## src/design/mem_order_pkg.sv

```systemverilog
/* Shared opcode type and default widths for the load/store ordering unit.
   Modules refer to these by scoped name. */

package mem_order_pkg;

    //////////////////////////////
    // Default widths
    //////////////////////////////

    // Byte address width, the top level may override it per instance
    localparam int ADDR_W = 32;

    // Read data width, fixed for the queue and the memory side
    localparam int DATA_W = 32;

    //////////////////////////////
    // Core opcodes
    //////////////////////////////

    // Memory stage operation offered by the core
    // OP_OTHER completes at once and never reaches the bus
    typedef enum logic [1:0] {
        OP_LOAD  = 2'd0,
        OP_STORE = 2'd1,
        OP_OTHER = 2'd2
    } mem_op_t;

endpackage

```

## src/design/block_tag_table.sv

```systemverilog
/* Circular table of outstanding block tags. Push stores a tag, pull frees
   the oldest one, seek reports whether any live entry matches. */

`timescale 1ns/1ns

module block_tag_table #(
    parameter int NB_TOKEN = 4,
    parameter int TOKEN_W  = 28
) (
    input  logic               aclk,
    input  logic               aresetn,
    input  logic               srst,
    // Lookup
    input  logic [TOKEN_W-1:0] seek,
    output logic               hit,
    // Fill and drain
    input  logic               push,
    input  logic               pull,
    input  logic [TOKEN_W-1:0] token,
    // Status
    output logic               full,
    output logic               empty
);

    localparam int PTR_W = (NB_TOKEN > 1) ? $clog2(NB_TOKEN) : 1;

    logic [TOKEN_W-1:0]  tags [NB_TOKEN];
    logic [NB_TOKEN-1:0] tag_valid;
    logic [PTR_W-1:0]    wr_ptr;
    logic [PTR_W-1:0]    rd_ptr;

    // Wrap at NB_TOKEN, which need not be a power of two
    function automatic logic [PTR_W-1:0] next_ptr(input logic [PTR_W-1:0] ptr);
        if (ptr == PTR_W'(NB_TOKEN - 1)) begin
            return '0;
        end
        return ptr + 1'b1;
    endfunction

    //////////////////////////////
    // Pointers and valid bits
    //////////////////////////////

    always_ff @(posedge aclk or negedge aresetn) begin
        if (!aresetn) begin
            wr_ptr    <= '0;
            rd_ptr    <= '0;
            tag_valid <= '0;
        end else if (srst) begin
            wr_ptr    <= '0;
            rd_ptr    <= '0;
            tag_valid <= '0;
        end else begin
            // Responses come back in order, so the oldest entry goes first
            if (pull) begin
                tag_valid[rd_ptr] <= 1'b0;
                rd_ptr            <= next_ptr(rd_ptr);
            end
            if (push) begin
                tag_valid[wr_ptr] <= 1'b1;
                wr_ptr            <= next_ptr(wr_ptr);
            end
        end
    end

    // Tag storage
    always_ff @(posedge aclk) begin
        if (push) begin
            tags[wr_ptr] <= token;
        end
    end

    //////////////////////////////
    // Lookup and status
    //////////////////////////////

    always_comb begin
        hit = 1'b0;
        for (int i = 0; i < NB_TOKEN; i++) begin
            if (tag_valid[i] && (tags[i] == seek)) begin
                hit = 1'b1;
            end
        end
    end

    assign full  = &tag_valid;
    assign empty = ~|tag_valid;

endmodule

```

## src/design/mem_completion.sv

```systemverilog
/* Accepts bus responses. Read data is queued for the core to pop and each
   write acknowledge turns into a one-cycle done pulse. */

`timescale 1ns/1ns

module mem_completion #(
    parameter int RQ_DEPTH = 4
) (
    input  logic                             aclk,
    input  logic                             aresetn,
    input  logic                             srst,
    // Read channel
    input  logic                             rvalid,
    input  logic [mem_order_pkg::DATA_W-1:0] rdata,
    output logic                             rready,
    // Write acknowledge
    input  logic                             bvalid,
    output logic                             bready,
    // Core side
    input  logic                             rd_pop,
    output logic [mem_order_pkg::DATA_W-1:0] rd_data,
    output logic                             rd_data_valid,
    output logic                             wr_done,
    // Completed beats for the tracker
    output logic                             rd_fire,
    output logic                             wr_fire
);

    localparam int PTR_W = (RQ_DEPTH > 1) ? $clog2(RQ_DEPTH) : 1;
    localparam int CNT_W = $clog2(RQ_DEPTH + 1);

    logic [mem_order_pkg::DATA_W-1:0] rq_mem [RQ_DEPTH];
    logic [PTR_W-1:0]                 wr_ptr;
    logic [PTR_W-1:0]                 rd_ptr;
    logic [CNT_W-1:0]                 count;
    logic                             pop;

    function automatic logic [PTR_W-1:0] next_ptr(input logic [PTR_W-1:0] ptr);
        if (ptr == PTR_W'(RQ_DEPTH - 1)) begin
            return '0;
        end
        return ptr + 1'b1;
    endfunction

    // A full queue back-pressures memory
    assign rready  = (count != CNT_W'(RQ_DEPTH));
    assign bready  = 1'b1;
    assign rd_fire = rvalid & rready;
    assign wr_fire = bvalid & bready;
    assign pop     = rd_pop & rd_data_valid;

    //////////////////////////////
    // Read data queue
    //////////////////////////////

    always_ff @(posedge aclk or negedge aresetn) begin
        if (!aresetn) begin
            wr_ptr  <= '0;
            rd_ptr  <= '0;
            count   <= '0;
            wr_done <= 1'b0;
        end else if (srst) begin
            wr_ptr  <= '0;
            rd_ptr  <= '0;
            count   <= '0;
            wr_done <= 1'b0;
        end else begin
            if (rd_fire) begin
                wr_ptr <= next_ptr(wr_ptr);
            end
            if (pop) begin
                rd_ptr <= next_ptr(rd_ptr);
            end
            case ({rd_fire, pop})
                2'b10:   count <= count + 1'b1;
                2'b01:   count <= count - 1'b1;
                default: count <= count;
            endcase
            // Write done pulse
            wr_done <= wr_fire;
        end
    end

    always_ff @(posedge aclk) begin
        if (rd_fire) begin
            rq_mem[wr_ptr] <= rdata;
        end
    end

    assign rd_data       = rq_mem[rd_ptr];
    assign rd_data_valid = (count != '0);

endmodule

```

## src/design/mem_order_unit.sv

```systemverilog
/* Top of the load/store ordering unit between the core memory stage and the
   memory bus. Sets the parameters and wires issuer, tracker and completion. */

`timescale 1ns/1ns

module mem_order_unit #(
    parameter int ORDERING = 1,
    parameter int MAX_OR   = 4,
    parameter int ADDR_W   = mem_order_pkg::ADDR_W,
    parameter int BLOCK_W  = 128,
    parameter int RQ_DEPTH = 4
) (
    input  logic                             aclk,
    input  logic                             aresetn,
    input  logic                             srst,
    // Core side
    input  logic                             req_valid,
    input  mem_order_pkg::mem_op_t           req_op,
    input  logic [ADDR_W-1:0]                req_addr,
    output logic                             req_ready,
    output logic [mem_order_pkg::DATA_W-1:0] rd_data,
    output logic                             rd_data_valid,
    input  logic                             rd_pop,
    output logic                             wr_done,
    output logic                             busy,
    // Request channel
    output logic                             bus_valid,
    output logic                             bus_wr,
    output logic [ADDR_W-1:0]                bus_addr,
    input  logic                             bus_ready,
    // Read channel
    input  logic                             rvalid,
    input  logic [mem_order_pkg::DATA_W-1:0] rdata,
    output logic                             rready,
    // Write acknowledge
    input  logic                             bvalid,
    output logic                             bready
);

    logic [ADDR_W-1:0] seek_addr;
    logic [ADDR_W-1:0] issue_addr;
    logic              issue_fire;
    logic              issue_wr;
    logic              rd_fire;
    logic              wr_fire;
    logic              wr_coll;
    logic              rd_coll;
    logic              max_wr_or;
    logic              max_rd_or;
    logic              pending_wr;
    logic              pending_rd;

    mem_req_issuer #(
        .ADDR_W (ADDR_W)
    ) u_issuer (
        .aclk       (aclk),
        .aresetn    (aresetn),
        .srst       (srst),
        .req_valid  (req_valid),
        .req_op     (req_op),
        .req_addr   (req_addr),
        .req_ready  (req_ready),
        .bus_valid  (bus_valid),
        .bus_wr     (bus_wr),
        .bus_addr   (bus_addr),
        .bus_ready  (bus_ready),
        .seek_addr  (seek_addr),
        .wr_coll    (wr_coll),
        .rd_coll    (rd_coll),
        .max_wr_or  (max_wr_or),
        .max_rd_or  (max_rd_or),
        .issue_fire (issue_fire),
        .issue_wr   (issue_wr),
        .issue_addr (issue_addr)
    );

    mem_ordering #(
        .ORDERING (ORDERING),
        .MAX_OR   (MAX_OR),
        .ADDR_W   (ADDR_W),
        .BLOCK_W  (BLOCK_W)
    ) u_ordering (
        .aclk       (aclk),
        .aresetn    (aresetn),
        .srst       (srst),
        .issue_fire (issue_fire),
        .issue_wr   (issue_wr),
        .issue_addr (issue_addr),
        .seek_addr  (seek_addr),
        .rd_fire    (rd_fire),
        .wr_fire    (wr_fire),
        .wr_coll    (wr_coll),
        .rd_coll    (rd_coll),
        .max_wr_or  (max_wr_or),
        .max_rd_or  (max_rd_or),
        .pending_wr (pending_wr),
        .pending_rd (pending_rd)
    );

    mem_completion #(
        .RQ_DEPTH (RQ_DEPTH)
    ) u_completion (
        .aclk          (aclk),
        .aresetn       (aresetn),
        .srst          (srst),
        .rvalid        (rvalid),
        .rdata         (rdata),
        .rready        (rready),
        .bvalid        (bvalid),
        .bready        (bready),
        .rd_pop        (rd_pop),
        .rd_data       (rd_data),
        .rd_data_valid (rd_data_valid),
        .wr_done       (wr_done),
        .rd_fire       (rd_fire),
        .wr_fire       (wr_fire)
    );

    // Outstanding in either direction
    assign busy = pending_wr | pending_rd;

endmodule

```

## src/design/mem_ordering.sv

```systemverilog
/* Tracks outstanding loads and stores and raises the collision and limit
   flags that gate the issuer. ORDERING picks counters or block tag tables. */

`timescale 1ns/1ns

module mem_ordering #(
    parameter int ORDERING = 1,
    parameter int MAX_OR   = 4,
    parameter int ADDR_W   = 32,
    parameter int BLOCK_W  = 128
) (
    input  logic              aclk,
    input  logic              aresetn,
    input  logic              srst,
    // Request accepted on the bus
    input  logic              issue_fire,
    input  logic              issue_wr,
    input  logic [ADDR_W-1:0] issue_addr,
    // Address of the request waiting in the issuer
    input  logic [ADDR_W-1:0] seek_addr,
    // Responses accepted by the completion unit
    input  logic              rd_fire,
    input  logic              wr_fire,
    // Status flags
    output logic              wr_coll,
    output logic              rd_coll,
    output logic              max_wr_or,
    output logic              max_rd_or,
    output logic              pending_wr,
    output logic              pending_rd
);

    localparam int OFFSET_W = $clog2(BLOCK_W / 8);
    localparam int TAG_W    = ADDR_W - OFFSET_W;
    localparam int CNT_W    = $clog2(MAX_OR + 1);

    logic             push_wr;
    logic             push_rd;
    logic [CNT_W-1:0] wr_or_cnt;
    logic [CNT_W-1:0] rd_or_cnt;
    logic             wr_cnt_max;
    logic             rd_cnt_max;

    assign push_wr = issue_fire & issue_wr;
    assign push_rd = issue_fire & ~issue_wr;

    //////////////////////////////
    // Outstanding counters
    //////////////////////////////

    // Push and pull in the same cycle cancel out
    always_ff @(posedge aclk or negedge aresetn) begin
        if (!aresetn) begin
            wr_or_cnt <= '0;
            rd_or_cnt <= '0;
        end else if (srst) begin
            wr_or_cnt <= '0;
            rd_or_cnt <= '0;
        end else begin
            case ({push_wr, wr_fire})
                2'b10:   wr_or_cnt <= wr_or_cnt + 1'b1;
                2'b01:   wr_or_cnt <= wr_or_cnt - 1'b1;
                default: wr_or_cnt <= wr_or_cnt;
            endcase
            case ({push_rd, rd_fire})
                2'b10:   rd_or_cnt <= rd_or_cnt + 1'b1;
                2'b01:   rd_or_cnt <= rd_or_cnt - 1'b1;
                default: rd_or_cnt <= rd_or_cnt;
            endcase
        end
    end

    assign wr_cnt_max = (wr_or_cnt == CNT_W'(MAX_OR));
    assign rd_cnt_max = (rd_or_cnt == CNT_W'(MAX_OR));

    generate
        if (ORDERING == 0) begin : g_strict
            // Any outstanding request of one kind blocks the other kind
            assign pending_wr = (wr_or_cnt != '0);
            assign pending_rd = (rd_or_cnt != '0);
            assign wr_coll    = pending_wr;
            assign rd_coll    = pending_rd;
            assign max_wr_or  = wr_cnt_max;
            assign max_rd_or  = rd_cnt_max;
        end else begin : g_block
            logic wr_full;
            logic wr_empty;
            logic rd_full;
            logic rd_empty;

            // Only a match on the same cache block collides
            block_tag_table #(
                .NB_TOKEN (MAX_OR),
                .TOKEN_W  (TAG_W)
            ) wr_tags (
                .aclk    (aclk),
                .aresetn (aresetn),
                .srst    (srst),
                .seek    (seek_addr[ADDR_W-1:OFFSET_W]),
                .hit     (wr_coll),
                .push    (push_wr),
                .pull    (wr_fire),
                .token   (issue_addr[ADDR_W-1:OFFSET_W]),
                .full    (wr_full),
                .empty   (wr_empty)
            );

            block_tag_table #(
                .NB_TOKEN (MAX_OR),
                .TOKEN_W  (TAG_W)
            ) rd_tags (
                .aclk    (aclk),
                .aresetn (aresetn),
                .srst    (srst),
                .seek    (seek_addr[ADDR_W-1:OFFSET_W]),
                .hit     (rd_coll),
                .push    (push_rd),
                .pull    (rd_fire),
                .token   (issue_addr[ADDR_W-1:OFFSET_W]),
                .full    (rd_full),
                .empty   (rd_empty)
            );

            assign pending_wr = ~wr_empty;
            assign pending_rd = ~rd_empty;
            assign max_wr_or  = wr_cnt_max | wr_full;
            assign max_rd_or  = rd_cnt_max | rd_full;
        end
    endgenerate

endmodule

```

## src/design/mem_req_issuer.sv

```systemverilog
/* Takes one request from the core, holds it while ordering forbids it and
   then drives it on the bus until memory accepts it. */

`timescale 1ns/1ns

module mem_req_issuer #(
    parameter int ADDR_W = 32
) (
    input  logic                   aclk,
    input  logic                   aresetn,
    input  logic                   srst,
    // Core side
    input  logic                   req_valid,
    input  mem_order_pkg::mem_op_t req_op,
    input  logic [ADDR_W-1:0]      req_addr,
    output logic                   req_ready,
    // Bus side
    output logic                   bus_valid,
    output logic                   bus_wr,
    output logic [ADDR_W-1:0]      bus_addr,
    input  logic                   bus_ready,
    // Ordering tracker
    output logic [ADDR_W-1:0]      seek_addr,
    input  logic                   wr_coll,
    input  logic                   rd_coll,
    input  logic                   max_wr_or,
    input  logic                   max_rd_or,
    output logic                   issue_fire,
    output logic                   issue_wr,
    output logic [ADDR_W-1:0]      issue_addr
);

    typedef enum logic [1:0] {
        IDLE  = 2'd0,
        HOLD  = 2'd1,
        ISSUE = 2'd2
    } issuer_state_t;

    issuer_state_t     state;
    logic              wr_q;
    logic [ADDR_W-1:0] addr_q;
    logic              blocked;

    // Loads wait on stores and stores wait on loads
    assign blocked = wr_q ? (rd_coll | max_wr_or) : (wr_coll | max_rd_or);

    //////////////////////////////
    // Request FSM
    //////////////////////////////

    always_ff @(posedge aclk or negedge aresetn) begin
        if (!aresetn) begin
            state <= IDLE;
            wr_q  <= 1'b0;
        end else if (srst) begin
            state <= IDLE;
            wr_q  <= 1'b0;
        end else begin
            case (state)
                IDLE: begin
                    if (req_valid) begin
                        case (req_op)
                            mem_order_pkg::OP_LOAD: begin
                                wr_q  <= 1'b0;
                                state <= HOLD;
                            end
                            mem_order_pkg::OP_STORE: begin
                                wr_q  <= 1'b1;
                                state <= HOLD;
                            end
                            // Nothing to send, done in this cycle
                            default: state <= IDLE;
                        endcase
                    end
                end
                HOLD: begin
                    if (!blocked) begin
                        state <= ISSUE;
                    end
                end
                ISSUE: begin
                    if (bus_ready) begin
                        state <= IDLE;
                    end
                end
                default: state <= IDLE;
            endcase
        end
    end

    // Held address
    always_ff @(posedge aclk) begin
        if (req_valid && req_ready) begin
            addr_q <= req_addr;
        end
    end

    assign req_ready  = (state == IDLE);
    assign bus_valid  = (state == ISSUE);
    assign bus_wr     = wr_q;
    assign bus_addr   = addr_q;
    assign seek_addr  = addr_q;
    assign issue_fire = bus_valid & bus_ready;
    assign issue_wr   = wr_q;
    assign issue_addr = addr_q;

endmodule

```

## config.mk

```make
export PLATFORM = sky130hd
export DESIGN_NAME = mem_order_unit
export DESIGN_NICKNAME = d
export VERILOG_FILES = /design/src/design/mem_order_pkg.sv /design/src/design/block_tag_table.sv /design/src/design/mem_completion.sv /design/src/design/mem_order_unit.sv /design/src/design/mem_ordering.sv /design/src/design/mem_req_issuer.sv
export SDC_FILE = /design/constraint.sdc
export NUM_CORES = 1
export LEC_CHECK = 0
export BUFFER_PORTS_ARGS = -buffer_cell sky130_fd_sc_hd__buf_2
export CAP_MARGIN = 20
export CORE_MARGIN = 5
export CORE_UTILIZATION = 54
export DETAILED_ROUTE_END_ITERATION = 10
export PLACE_DENSITY = 0.76
export SYNTH_ARGS = -nofsm -noshare
export SYNTH_HDL_FRONTEND = slang
export SYNTH_HIERARCHICAL = 1
export SYNTH_SLANG_ARGS = --single-unit
export TNS_END_PERCENT = 100
```

## constraint.sdc

```tcl
create_clock -name aclk -period 2.3 [get_ports aclk]
set_input_delay 0.46 -clock aclk [delete_from_list [all_inputs] [get_ports aclk]]
set_output_delay 0.46 -clock aclk [all_outputs]
set_load 0.02 [all_outputs]
```

==> impl_summary.md <==
Timing
Setup slack on the critical path of the routed design comes to -0.0424 ns. The setup skew after layout is 0.0226 ns. Setup violations remaining at the end of the flow were counted as 15. The highest achievable clock rate is 427 MHz. The worst slew margin relative to its limit is 46.7%. The final-report hold violation count is 0. The shortest clock period the worst path allows after layout is 2.34 ns. The worst path uses 102% of the clock period. The max-slew violation count is 0. The slew at the pin with the worst max-slew slack is 0.799 ns. The accumulated negative setup slack is -0.266 ns.

Setup repair after global routing could not meet its margin everywhere.

Final layout
Once layout is complete, the utilization of the core stands at 64.7%. The final layout contains 1,333 nets. The number of fill cells is 2,141.

The leading cell type in the layout, fill and taps excluded is sky130_fd_sc_hd__edfxtp_1. The number of antenna diodes in the final layout is 0. Compared with the post-synthesis result, the final layout area differs by 18.9%. Once layout is done, the placed cells without fillers occupy 20,900 µm².

Of the cells placed in the final design, the portion with a size suffix greater than 1 is 30.3%. The library cells used most frequently in the layout, excluding fill and tap cells, are sky130_fd_sc_hd__edfxtp_1, sky130_fd_sc_hd__buf_2, sky130_fd_sc_hd__xnor2_1, sky130_fd_sc_hd__xor2_1, sky130_fd_sc_hd__buf_4.

Global route
The number of antenna violations at the first check in global routing is 0. The first global-routing pass estimated 53,800 µm of wire. The number of global-route vias before repair came to 9,393. The total track usage is 19.2%. Entering global routing, the biggest net connects 41 pins. The remaining global-route overflow is 0.

Setup path
The family with the most delay on the worst path is multiplexers. In this run the worst setup path begins at u_completion/rd_ptr[0]. In this run the critical register-to-register path is launched from u_issuer/bus_addr[18]. STA classifies the critical path endpoint as an output port. The capturing instance or port of the critical path is rd_data[31].

For this design, the slowest cell found on the critical path is sky130_fd_sc_hd__mux4_2. The critical path's largest stage delay is 0.54 ns. The path depth of the worst reg2reg path is 10. The endpoint required time on the critical path is 1.84 ns. The critical path contains buffers and inverters numbering 2 combined. The endpoint identified for the worst register-to-register timing path is u_issuer/state[0].

STA classifies the critical path startpoint as a flip-flop. Walking the worst path, the cells encountered are buf_12, mux4_2, buf_2. STA puts the critical path data arrival time at 1.88 ns. Across all register-to-register paths, the minimum setup slack is 0.02 ns. The category of the critical setup timing path is flip-flop to output port. Of all nets on the critical path, the largest fanout is 16.

The critical path runs through a total of 3 cells.

Status
The flow ran to the end, but the final reports show violations. The final reports fail on setup timing.

Power and ir drop
The maximum resistive drop on vdd is 0.000668 V. The overall power consumption is 17.2 mW. The power density over the cells is 824 nW/µm².

In this run the static leakage power is 7.38 nW.

Drt
Before antenna repair, the detailed router went through 5 iterations. For this block, the via count after detailed routing is 9,212. The post-route DRC violation count is 0. The aggregate routed wire length is 35,800 µm.

The detail route stage leaves a number of antenna-violating nets equal to 0. The average wire length per cell after detail routing is 20.9 µm. The ratio of routed vias to standard cells is 5.39. The violation count after the first detailed-route iteration is 522.

Place
The routability congestion estimate from global placement is 0.856. Before CTS, the worst setup slack after placement is -0.294 ns. The post-detailed-placement cell area is 19,300 µm². Input and output buffers added on the ports amount to 144.

The HPWL after detailed placement is 22,700 µm.

Floorplan
The site row count is 66. The number of top-level pins is 146. The die boundary height is 190 µm. The die covers 36,200 µm². The width of the die is 190 µm. The starting utilization of the core area is 54.4%. The area of the placeable core is 32,300 µm².

Clock tree
The number of buffers added by the clock tree synthesis step is 41. The number of hold buffers added after CTS was 0. The CTS tree is built.

The clock tree synthesis step divided the H-tree into 2 levels. The root cell of the clock tree is sky130_fd_sc_hd__clkbuf_16. The clock drives 417 sinks. The maximum clock path buffer count is 3.

Clock-pin slew was measured on the worst setup and hold paths at 0.06 ns. The later pin in the worst-skew pair is clocked with a latency of 0.53 ns.

Logic synthesis
The post-synth net total is 1,126. Yosys printed 6 warnings. Counting every instance in the synthesized netlist gives 1,029. The synthesized cell area is 17,600 µm². The mean instance size in the synthesized netlist is 17.1 µm².

Run
The max-cap check violation count is 0.

Hold path
The path type of the worst min-delay path is input pin to async pin.
## state kept, by name, indices dropped and copies added (netlist names), 3 cells and up
signal                                flops
u_ordering/rd_or_cnt                      3
u_ordering/g_block.wr_tags/tags         112
u_issuer/bus_addr                        32
u_completion/count                        3
u_ordering/g_block.rd_tags/tag_valid      4
u_ordering/wr_or_cnt                      3
u_ordering/g_block.wr_tags/tag_valid      4
u_completion/rq_mem                     128
u_ordering/g_block.rd_tags/tags         112
## metrics by stage
step | hold slack (ns) | std cells
after CTS | 0.0409 | 1695
final | 0.0305 | 1710
after global placement | 0.549 | 1615
after floorplan | 0.164 | 1029
after detailed placement | 0.561 | 1615
after global routing | 0.0775 | 1710
## worst min-delay path by stage
stage	from	end
after global routing	aresetn	u_ordering/wr_or_cnt[0]
after detailed placement	u_ordering/g_block.rd_tags/tag_valid[1]	u_ordering/g_block.rd_tags/tag_valid[1]
final	aresetn	u_ordering/g_block.rd_tags/tag_valid[0]
after global placement	u_ordering/g_block.rd_tags/tag_valid[1]	u_ordering/g_block.rd_tags/tag_valid[1]
after floorplan	aresetn	u_completion/count[0]
after CTS	aresetn	u_ordering/wr_or_cnt[2]
## layout make-up
class / count / area [µm²] / area share (%)
Clock inverter: 30 / 251 / 1.20
Inverter: 14 / 52.6 / 0.252
Clock buffer: 45 / 1040 / 4.99
Multi-Input combinational cell: 512 / 4650 / 22.3
Sequential cell: 417 / 12400 / 59.2
Timing Repair Buffer: 250 / 1980 / 9.46
Tap cell: 442 / 553 / 2.65
## timing repair
| action | 4_1_cts | 5_1_grt |
|---|---|---|
| setup endpoints to repair | 34 | 36 |
| buffers inserted | 5 | 15 |
| hold endpoints to repair | 0 | 0 |
| gates resized for setup | 5 | 30 |
| pin swaps | 0 | 12 |
## where the power goes
part | internal (mW) | switching (mW) | leakage [nW]
combinational | 0.936 | 1.13 | 2.80
sequential | 8.55 | 0.121 | 3.94
clock | 3.72 | 2.74 | 0.634
## routing by layer
layer / vias to the layer above / share of wire (%) / GRT usage (%)
met2: 324 / 50 / 32.6
met5: - / 0 / 0
met4: 0 / 2.4 / 5.30
met1: 4642 / 41 / 26.2
li1: 4193 / - / -
met3: 53 / 6.3 / 2.87
Note: power is estimated with default switching activity, not from simulation.
